<file path="config.mk">
export PLATFORM = sky130hd
export DESIGN_NAME = processorTop
export DESIGN_NICKNAME = d
export VERILOG_FILES = /design/src/rtl/cpuPkg.sv /design/src/rtl/busPkg.sv /design/src/rtl/alu.sv /design/src/rtl/dataPath.sv /design/src/rtl/processorTop.sv /design/src/rtl/programCounter.sv /design/src/rtl/sequencer.sv
export SDC_FILE = /design/constraint.sdc
export NUM_CORES = 1
export LEC_CHECK = 0
export ABC_AREA = 1
export BUFFER_PORTS_ARGS = -buffer_cell sky130_fd_sc_hd__buf_4
export CAP_MARGIN = 20
export CORE_MARGIN = 2
export CORE_UTILIZATION = 28
export CTS_CLUSTER_DIAMETER = 150
export DETAILED_ROUTE_END_ITERATION = 6
export GPL_TIMING_DRIVEN = 0
export HOLD_SLACK_MARGIN = 0.03
export PLACE_DENSITY = 0.42
export SYNTH_ARGS = -nofsm -noshare
export SYNTH_HDL_FRONTEND = slang
export SYNTH_SLANG_ARGS = --single-unit
</file>
<file path="constraint.sdc">
create_clock -name CLK -period 4 [get_ports CLK]
set_input_delay 0.2 -clock CLK [delete_from_list [all_inputs] [get_ports CLK]]
set_output_delay 0.2 -clock CLK [all_outputs]
set_load 0.02 [all_outputs]
</file>
<file path="src/rtl/cpuPkg.sv">
package cpuPkg;

    // Data and address word
    typedef logic [7:0] wordT;

    // Instruction code in the low nibble of the instruction byte
    // Codes D to F are reserved and leave the FSM in decode
    typedef enum logic [3:0] {
        readA    = 4'h0,
        readB    = 4'h1,
        writeA   = 4'h2,
        writeB   = 4'h3,
        mathsA   = 4'h4,
        mathsB   = 4'h5,
        branch   = 4'h6,
        gotoAddr = 4'h7,
        idle     = 4'h8,
        call     = 4'h9,
        ret      = 4'hA,
        derefA   = 4'hB,
        derefB   = 4'hC
    } opcodeE;

    // ALU function in the high nibble, codes C to F give zero
    typedef enum logic [3:0] {
        add  = 4'h0,
        sub  = 4'h1,
        mul  = 4'h2,
        shlA = 4'h3,
        shrA = 4'h4,
        incA = 4'h5,
        incB = 4'h6,
        decA = 4'h7,
        decB = 4'h8,
        eq   = 4'h9,
        gt   = 4'hA,
        lt   = 4'hB
    } aluOpE;

    // Program counter action for the next edge
    typedef enum logic [2:0] {
        hold,
        step1,
        step2,
        loadRom,
        loadContext,
        loadVector
    } pcOpE;

    // Source of the next bus address
    typedef enum logic [1:0] {
        srcIdle,
        srcRom,
        srcRegA,
        srcRegB
    } addrSrcE;

    // Sequencer to program counter, 7 bits
    typedef struct packed {
        pcOpE       pcOp;
        logic [1:0] fetchOffset;
        logic       saveContext;
        // Low picks interrupt A vector
        logic       vectorSel;
    } pcCtrlS;

    // Sequencer to data path, 7 bits
    typedef struct packed {
        logic    regSel;
        logic    setRegSel;
        logic    loadFromBus;
        logic    loadFromAlu;
        addrSrcE addrSrc;
        logic    write;
    } dpCtrlS;

endpackage

</file>
<file path="src/rtl/busPkg.sv">
package busPkg;

    // Registered request towards data memory, 17 bits
    typedef struct packed {
        cpuPkg::wordT addr;
        cpuPkg::wordT data;
        // High for exactly one cycle per store
        logic         we;
    } busReqS;

    // One bit per interrupt line, bit 0 has priority
    typedef logic [1:0] irqT;

endpackage

</file>
<file path="src/rtl/alu.sv">
`timescale 1ns/100ps

module alu (
    input  cpuPkg::wordT  regA,
    input  cpuPkg::wordT  regB,
    input  cpuPkg::aluOpE aluOp,
    output cpuPkg::wordT  aluResult
);
    import cpuPkg::*;

    // Purely combinational, result settles in the same cycle as the opcode
    always_comb begin
        case (aluOp)
            add:  aluResult = regA + regB;
            sub:  aluResult = regA - regB;
            // Low byte of the product only
            mul:  aluResult = regA * regB;
            // Single-bit logical shifts of A
            shlA: aluResult = regA << 1;
            shrA: aluResult = regA >> 1;
            incA: aluResult = regA + 8'd1;
            incB: aluResult = regB + 8'd1;
            decA: aluResult = regA - 8'd1;
            decB: aluResult = regB - 8'd1;
            // Compares return 1 or 0, bit 0 drives the branch decision
            eq:   aluResult = {7'd0, regA == regB};
            gt:   aluResult = {7'd0, regA > regB};
            lt:   aluResult = {7'd0, regA < regB};
            // Reserved functions
            default: aluResult = '0;
        endcase
    end

endmodule

</file>
<file path="src/rtl/dataPath.sv">
`timescale 1ns/100ps

module dataPath #(
    parameter cpuPkg::wordT idleAddr = 8'hFF
) (
    input  logic           CLK,
    input  logic           RESET,
    input  cpuPkg::dpCtrlS dpCtrl,
    input  cpuPkg::wordT   romData,
    input  cpuPkg::wordT   busRdData,
    input  cpuPkg::wordT   aluResult,
    output cpuPkg::wordT   regA,
    output cpuPkg::wordT   regB,
    output busPkg::busReqS busReq
);
    import cpuPkg::*;

    // Register select for memory loads and stores, 0 is A
    logic regSel;
    wordT selData;

    // Registered bus request fields
    wordT busAddr;
    wordT busData;
    logic busWe;

    assign selData = regSel ? regB : regA;

    //////////////////////////////////////////////////
    // Register file

    always_ff @(posedge CLK) begin
        if (RESET) begin
            regA   <= '0;
            regB   <= '0;
            regSel <= 1'b0;
        end else begin
            if (dpCtrl.setRegSel) begin
                regSel <= dpCtrl.regSel;
            end
            // Memory data goes to the stored select
            if (dpCtrl.loadFromBus) begin
                if (regSel) begin
                    regB <= busRdData;
                end else begin
                    regA <= busRdData;
                end
            // ALU result goes to the select given this cycle
            end else if (dpCtrl.loadFromAlu) begin
                if (dpCtrl.regSel) begin
                    regB <= aluResult;
                end else begin
                    regA <= aluResult;
                end
            end
        end
    end

    //////////////////////////////////////////////////
    // Bus request, one cycle behind the control

    always_ff @(posedge CLK) begin
        if (RESET) begin
            busAddr <= idleAddr;
            busWe   <= 1'b0;
        end else begin
            busWe <= dpCtrl.write;
            case (dpCtrl.addrSrc)
                srcRom:  busAddr <= romData;
                srcRegA: busAddr <= regA;
                srcRegB: busAddr <= regB;
                // Park the address when nothing is accessed
                default: busAddr <= idleAddr;
            endcase
        end
    end

    // Store data follows the selected register, only qualified by we
    always_ff @(posedge CLK) begin
        busData <= selData;
    end

    assign busReq = '{addr: busAddr, data: busData, we: busWe};

endmodule

</file>
<file path="src/rtl/processorTop.sv">
`timescale 1ns/100ps

module processorTop #(
    // ROM slots that hold the handler start addresses
    parameter cpuPkg::wordT irqVectorA = 8'hFF,
    parameter cpuPkg::wordT irqVectorB = 8'hFE,
    // Bus address while nothing is accessed
    parameter cpuPkg::wordT idleAddr   = 8'hFF
) (
    input  logic           CLK,
    input  logic           RESET,
    input  cpuPkg::wordT   romData,
    input  cpuPkg::wordT   busRdData,
    input  busPkg::irqT    irqRaise,
    output cpuPkg::wordT   romAddr,
    output busPkg::busReqS busReq,
    output busPkg::irqT    irqAck
);
    import cpuPkg::*;

    wordT   regA;
    wordT   regB;
    wordT   aluResult;
    aluOpE  aluOp;
    pcCtrlS pcCtrl;
    dpCtrlS dpCtrl;

    // Shared by maths and branch compare
    alu alu_i (
        .regA      (regA),
        .regB      (regB),
        .aluOp     (aluOp),
        .aluResult (aluResult)
    );

    programCounter #(
        .irqVectorA (irqVectorA),
        .irqVectorB (irqVectorB)
    ) programCounter_i (
        .CLK     (CLK),
        .RESET   (RESET),
        .pcCtrl  (pcCtrl),
        .romData (romData),
        .romAddr (romAddr)
    );

    dataPath #(
        .idleAddr (idleAddr)
    ) dataPath_i (
        .CLK       (CLK),
        .RESET     (RESET),
        .dpCtrl    (dpCtrl),
        .romData   (romData),
        .busRdData (busRdData),
        .aluResult (aluResult),
        .regA      (regA),
        .regB      (regB),
        .busReq    (busReq)
    );

    sequencer sequencer_i (
        .CLK       (CLK),
        .RESET     (RESET),
        .romData   (romData),
        .aluResult (aluResult),
        .irqRaise  (irqRaise),
        .pcCtrl    (pcCtrl),
        .dpCtrl    (dpCtrl),
        .aluOp     (aluOp),
        .irqAck    (irqAck)
    );

endmodule

</file>
<file path="src/rtl/programCounter.sv">
`timescale 1ns/100ps

module programCounter #(
    parameter cpuPkg::wordT irqVectorA = 8'hFF,
    parameter cpuPkg::wordT irqVectorB = 8'hFE
) (
    input  logic           CLK,
    input  logic           RESET,
    input  cpuPkg::pcCtrlS pcCtrl,
    input  cpuPkg::wordT   romData,
    output cpuPkg::wordT   romAddr
);
    import cpuPkg::*;

    wordT       pc;
    logic [1:0] fetchOffset;
    // Single level of call nesting
    wordT       returnAddr;

    //////////////////////////////////////////////////
    // Counter, offset and return context

    always_ff @(posedge CLK) begin
        if (RESET) begin
            pc          <= '0;
            fetchOffset <= '0;
            returnAddr  <= '0;
        end else begin
            // Offset only lives for one cycle unless renewed
            fetchOffset <= pcCtrl.fetchOffset;

            // Skip over the call opcode and its target byte
            if (pcCtrl.saveContext) begin
                returnAddr <= pc + 8'd2;
            end

            case (pcCtrl.pcOp)
                step1:       pc <= pc + 8'd1;
                step2:       pc <= pc + 8'd2;
                // Jump target is the operand byte on the ROM port
                loadRom:     pc <= romData;
                loadContext: pc <= returnAddr;
                // Vector slot address, the handler address is fetched from it later
                loadVector:  pc <= pcCtrl.vectorSel ? irqVectorB : irqVectorA;
                default:     pc <= pc;
            endcase
        end
    end

    // Offset lets the sequencer peek at the operand without moving pc
    assign romAddr = pc + {6'd0, fetchOffset};

endmodule

</file>
<file path="src/rtl/sequencer.sv">
`timescale 1ns/100ps

module sequencer (
    input  logic           CLK,
    input  logic           RESET,
    input  cpuPkg::wordT   romData,
    input  cpuPkg::wordT   aluResult,
    input  busPkg::irqT    irqRaise,
    output cpuPkg::pcCtrlS pcCtrl,
    output cpuPkg::dpCtrlS dpCtrl,
    output cpuPkg::aluOpE  aluOp,
    output busPkg::irqT    irqAck
);
    import cpuPkg::*;
    import busPkg::*;

    // One chain of states per instruction group
    typedef enum logic [4:0] {
        sIdle, sThread0, sThread1, sThread2,
        sDecode,
        sReadA, sReadB, sRead0, sRead1, sRead2,
        sWriteA, sWriteB, sWrite0,
        sMathsA, sMathsB, sMaths0,
        sBranch, sBranch0, sBranch1,
        sGoto, sGoto0, sGoto1,
        sCall, sCall0, sCall1,
        sRet, sRet0,
        sDerefA, sDerefB, sDeref0, sDeref1
    } stateE;

    stateE state;
    stateE stateNext;
    irqT   ackNext;

    // High nibble of the instruction byte, valid in the first step state
    assign aluOp = aluOpE'(romData[7:4]);

    always_ff @(posedge CLK) begin
        if (RESET) begin
            state  <= sDecode;
            irqAck <= '0;
        end else begin
            state  <= stateNext;
            irqAck <= ackNext;
        end
    end

    always_comb begin
        // Defaults, each state overrides only what it needs
        stateNext = state;
        ackNext   = '0;
        pcCtrl    = '{pcOp: hold, fetchOffset: 2'd0, saveContext: 1'b0, vectorSel: 1'b0};
        dpCtrl    = '{regSel: 1'b0, setRegSel: 1'b0, loadFromBus: 1'b0,
                      loadFromAlu: 1'b0, addrSrc: srcIdle, write: 1'b0};

        case (state)
            //////////////////////////////////////////////////
            // Thread start on interrupt
            sIdle: begin
                // Line 0 wins when both are raised
                if (irqRaise[0]) begin
                    stateNext        = sThread0;
                    pcCtrl.pcOp      = loadVector;
                    ackNext          = 2'b01;
                end else if (irqRaise[1]) begin
                    stateNext        = sThread0;
                    pcCtrl.pcOp      = loadVector;
                    pcCtrl.vectorSel = 1'b1;
                    ackNext          = 2'b10;
                end
            end
            // ROM latency for the vector slot
            sThread0: stateNext = sThread1;
            // Handler address now on romData
            sThread1: begin
                stateNext   = sThread2;
                pcCtrl.pcOp = loadRom;
            end
            sThread2: stateNext = sDecode;

            //////////////////////////////////////////////////
            // Decode
            sDecode: begin
                case (opcodeE'(romData[3:0]))
                    readA:    stateNext = sReadA;
                    readB:    stateNext = sReadB;
                    writeA:   stateNext = sWriteA;
                    writeB:   stateNext = sWriteB;
                    mathsA:   stateNext = sMathsA;
                    mathsB:   stateNext = sMathsB;
                    branch:   stateNext = sBranch;
                    gotoAddr: stateNext = sGoto;
                    idle:     stateNext = sIdle;
                    call:     stateNext = sCall;
                    ret:      stateNext = sRet;
                    derefA:   stateNext = sDerefA;
                    derefB:   stateNext = sDerefB;
                    // Reserved code, stuck here
                    default:  stateNext = sDecode;
                endcase
                // Point the ROM at the operand byte
                pcCtrl.fetchOffset = 2'd1;
            end

            //////////////////////////////////////////////////
            // Memory read, operand is the address
            sReadA, sReadB: begin
                stateNext        = sRead0;
                dpCtrl.setRegSel = 1'b1;
                dpCtrl.regSel    = (state == sReadB);
            end
            sRead0: begin
                stateNext      = sRead1;
                dpCtrl.addrSrc = srcRom;
            end
            // Step two cycles early so the next opcode is ready at decode
            sRead1: begin
                stateNext   = sRead2;
                pcCtrl.pcOp = step2;
            end
            sRead2: begin
                stateNext          = sDecode;
                dpCtrl.loadFromBus = 1'b1;
            end

            // Memory write, store is on the bus during the next decode
            sWriteA, sWriteB: begin
                stateNext        = sWrite0;
                dpCtrl.setRegSel = 1'b1;
                dpCtrl.regSel    = (state == sWriteB);
                pcCtrl.pcOp      = step2;
            end
            sWrite0: begin
                stateNext      = sDecode;
                dpCtrl.addrSrc = srcRom;
                dpCtrl.write   = 1'b1;
            end

            //////////////////////////////////////////////////
            // ALU result straight into A or B
            sMathsA, sMathsB: begin
                stateNext          = sMaths0;
                dpCtrl.loadFromAlu = 1'b1;
                dpCtrl.regSel      = (state == sMathsB);
                pcCtrl.pcOp        = step1;
            end
            sMaths0: stateNext = sDecode;

            // Conditional branch on ALU bit 0
            sBranch: begin
                if (aluResult[0]) begin
                    stateNext   = sBranch0;
                end else begin
                    stateNext   = sBranch1;
                    pcCtrl.pcOp = step2;
                end
            end
            sBranch0: begin
                stateNext   = sBranch1;
                pcCtrl.pcOp = loadRom;
            end
            sBranch1: stateNext = sDecode;

            // Unconditional jump
            sGoto: stateNext = sGoto0;
            sGoto0: begin
                stateNext   = sGoto1;
                pcCtrl.pcOp = loadRom;
            end
            sGoto1: stateNext = sDecode;

            // Call saves pc + 2, then jumps like goto
            sCall: begin
                stateNext          = sCall0;
                pcCtrl.saveContext = 1'b1;
            end
            sCall0: begin
                stateNext   = sCall1;
                pcCtrl.pcOp = loadRom;
            end
            sCall1: stateNext = sDecode;

            sRet: begin
                stateNext   = sRet0;
                pcCtrl.pcOp = loadContext;
            end
            sRet0: stateNext = sDecode;

            //////////////////////////////////////////////////
            // Dereference, register holds the address
            sDerefA, sDerefB: begin
                stateNext        = sDeref0;
                dpCtrl.setRegSel = 1'b1;
                dpCtrl.regSel    = (state == sDerefB);
                dpCtrl.addrSrc   = (state == sDerefB) ? srcRegB : srcRegA;
            end
            sDeref0: begin
                stateNext   = sDeref1;
                pcCtrl.pcOp = step1;
            end
            sDeref1: begin
                stateNext          = sDecode;
                dpCtrl.loadFromBus = 1'b1;
            end

            default: stateNext = sDecode;
        endcase
    end

endmodule

</file>
==> impl_results.md <==
- Vias per inst: 4.81
- All-Layer GR Usage: 0.194
- HP Class: in -> reg
- Via count: 6,075
- Post-synth top area share: 0.195
- Ratio of cells with drive above 1 in the final layout: 0.173
- CTS Sinks: a little under 60
- Commonest non-fill, non-tap cell in the layout: nand2_1
- I/O pins: 47
- Die ar.: 22,500 sq um
- DRT iter0 DRCs: 367
- Max cap viols: 0
- Clk Tree Root Cell: clkbuf_16
- CP required: 4.24 ns
- # placed instances: 1,233
- Most frequent cells in the layout: nand2_1, inv_1, nor2_1, buf_4, nand3_1
- Synth cell types: between 50 and 60
- Area delta synth->final: 22.3%
- Avg WL per Cell: 17.1 microns
- Post-DP HPWL: 16,800 microns
- First-pass DRT Iterations: 5
- CORE AREA: 21,000 sq um
- Inserted Diodes: 0
- Largest area contributor in the netlist: dfxtp_1
- Worst-case clock buffer depth: 2
- Register-to-Register Path Depth: 20
- Total negative slack: 0 ns
- R2R Setup Slk: 0.09 ns
- Static leakage power: about 0.0036 uW
- Crit path capture: dataPath_i.regB[5]$_SDFFE_PP0P_
- Synth Instances: about 920
- Die W: around 150 microns
- Combinational power share: 0.659
- Count of final setup violators: 0
- Slew HR: 0.533
- Synth warn: 0
- CTS tree: yes
- Final GP Congestion: 0.884
- Worst r2r dst: dataPath_i.regB[5]$_SDFFE_PP0P_
- Synth area leaders: dfxtp_1, nand2_1, ha_1
- Reg-to-reg startpoint: dataPath_i.regA[0]$_SDFFE_PP0P_
- Initial Utilization: 0.285
- Syn_nets: 1,003
- Residual DRC: 0
- Antenna violations before repair: 0
- Clk_skew: 0.00895 ns
- Worst setup path start: dataPath_i.regA[0]$_SDFFE_PP0P_
- Sequential area share after synthesis: 0.195
- VDD IR max: 0.000274 V
- Ys flop type: dfxtp_1
- Post-DRT Antenna Nets: 0
- Fin util: 0.348
- Number of buffers created by CTS: 9
- First-pass GRT wire length: 33,000 microns
- Clock Latency Late Sink: between 0.3 and 0.4 ns
- Critical path class: reg -> reg
- Worst EP arrival: roughly 4.1 ns
- Rows: 53
- Syn_area_per_cell: about 6.5 sq um
- Switching share of power: 0.514
- Post-synth EDFFs: 0
- Fin cells: ~1,300
- P_sw: 2850 uW
- Max Slew Vio Count: 0
- Post-synthesis async set-or-reset flop share: 0
- Vias in the first global route: 5,795
- Pin slew with the least headroom to its limit: 0.698 ns
- Hold_buf cts: 0
- Post-synthesis register bit count: 58
- Grt ovf: 0
- Clock share of power: 0.156
- PwrDens: 758 nW/um^2
- Multi-input logic area: 4200 sq um
- Netlist Area Pre-Place: 5970 sq um
- Seq pwr share: 0.185
- Internal: 2690 uW
- Largest net degree at the start of global routing: 11
- CTS H-tree lvls: 3
- Clock slew at reported path FFs: 0.05 ns
- I/O Buffers: 43
- Status: completed
- FF+latch area: ~1200 sq um
- Critical path fanouts, max: 10
- CP startpoint kind: flop
- Post-Route WL: 21,600 microns
- Achievable clock frequency: 256 MHz
- Crit. End Element: flop
- Final Hold Viols: 0
- Nets: 1,073
- Worst hold path depth: 3
- Fin crit share: 0.976
- Fill cells: approximately 2,400
- Min Tclk post-route: 3.91 ns
- DIE HEIGHT: 150 microns
worst min path at each step:
stage                                   startpoint                                   to  slack (ns)
2_1_floorplan                          irqRaise[1]     sequencer_i.irqAck[1]$_SDFF_PP0_        0.34
3_3_place_gp   programCounter_i.pc[4]$_SDFFE_PP0P_  programCounter_i.pc[4]$_SDFFE_PP0P_        0.47
3_5_place_dp   programCounter_i.pc[4]$_SDFFE_PP0P_  programCounter_i.pc[4]$_SDFFE_PP0P_        0.48
4_1_cts                                irqRaise[1]     sequencer_i.irqAck[1]$_SDFF_PP0_        0.12
5_1_grt                                irqRaise[1]     sequencer_i.irqAck[1]$_SDFF_PP0_        0.14
6_report                               irqRaise[1]     sequencer_i.irqAck[1]$_SDFF_PP0_        0.14
layout make-up:
| type | instances | area share |
|---|---|---|
| inverters | 166 | 0.0862 |
| clock buffers | 13 | 0.0357 |
| multi-input cells | 669 | 0.575 |
| plain buffers | 21 | 0.0237 |
| clock inverters | 2 | 0.00823 |
| repair buffers | 60 | 0.0617 |
| flip-flops and latches | 58 | 0.162 |
| well taps | 275 | 0.0471 |
flip-flops by register name (all words and copies together) (netlist names):
name,flops
dataPath_i.busWe,1
dataPath_i.busData,8
sequencer_i.state,5
dataPath_i.busAddr,8
dataPath_i.regSel,1
sequencer_i.irqAck,2
programCounter_i.pc,8
programCounter_i.returnAddr,8
dataPath_i.regB,8
programCounter_i.fetchOffset,1
dataPath_i.regA,8
logic make-up (layout without fill, tap and decap cells):
logic type,count (synthesis),in the layout,synth area share
compound gates,167,167,0.171
fa+ha+maj,68,68,0.161
simple gates,418,418,0.326
flops,58,58,0.195
xor+xnor,15,15,0.0220
mux,1,1,0.00168
buf+inv,188,262,0.123
power by group through the flow:
stage / clock network (uW) / registers [uW] / logic [uW]
2_1_floorplan: 0 / 980 / 2470
3_3_place_gp: 0 / 1020 / 3470
3_5_place_dp: 0 / 1020 / 3430
4_1_cts: 894 / 1010 / 3590
5_1_grt: 912 / 1040 / 4110
6_report: 864 / 1020 / 3650
synth_stat cells, types with 10 or more instances:
cell	count
inv_1	149
nand3_1	61
o2111ai_1	11
nor3_1	23
a21oi_1	58
nor2_1	77
ha_1	53
xor2_1	11
clkbuf_1	12
nand2_1	206
dfxtp_1	58
inv_2	12
nor2_2	10
fa_1	15
o21ai_0	47
repair_timing:
item,4_1_cts,5_1_grt
setup buffers,7,10
pin swaps,2,9
setup endpoints to repair,8,8
cloned,0,0
resized for setup,40,23
critical path, cell delays in order (launching register included):
cell and delay, ns:
dfxtp_4 0.36, buf_12 0.14, nand2_1 0.05, inv_1 0.10, fa_2 0.23, inv_2 0.05, fa_1 0.52, inv_1 0.06
ha_4 0.26, inv_1 0.05, fa_1 0.54, inv_1 0.07, ha_4 0.27, inv_1 0.04, or2_2 0.29, a31oi_1 0.32
nand4_1 0.17, nand2_1 0.10, nand3_1 0.07, nand2_1 0.07, inv_1 0.03
metal layers:
metal	global-route usage	vias to the layer above	part of all wire
met4	0.0392	0	0.0079
li1	-	3117	-
met3	0.0305	12	0.035
met1	0.278	2828	0.49
met5	0	-	0
met2	0.308	118	0.46
through the flow:
step                      hold WS [ns]  worst slack, ns  cell area (sq um)  total power [uW]
final                            0.139           0.0941               7300              5530
after global routing             0.139          -0.0218               7300              6060
after CTS                        0.123           0.0209               7140              5500
after detailed placement         0.477           -0.533               6630              4450
after global placement           0.473           -0.599               6630              4490
after floorplan                  0.338           0.0657               5970              3450
(Power assumes the default switching activity.)
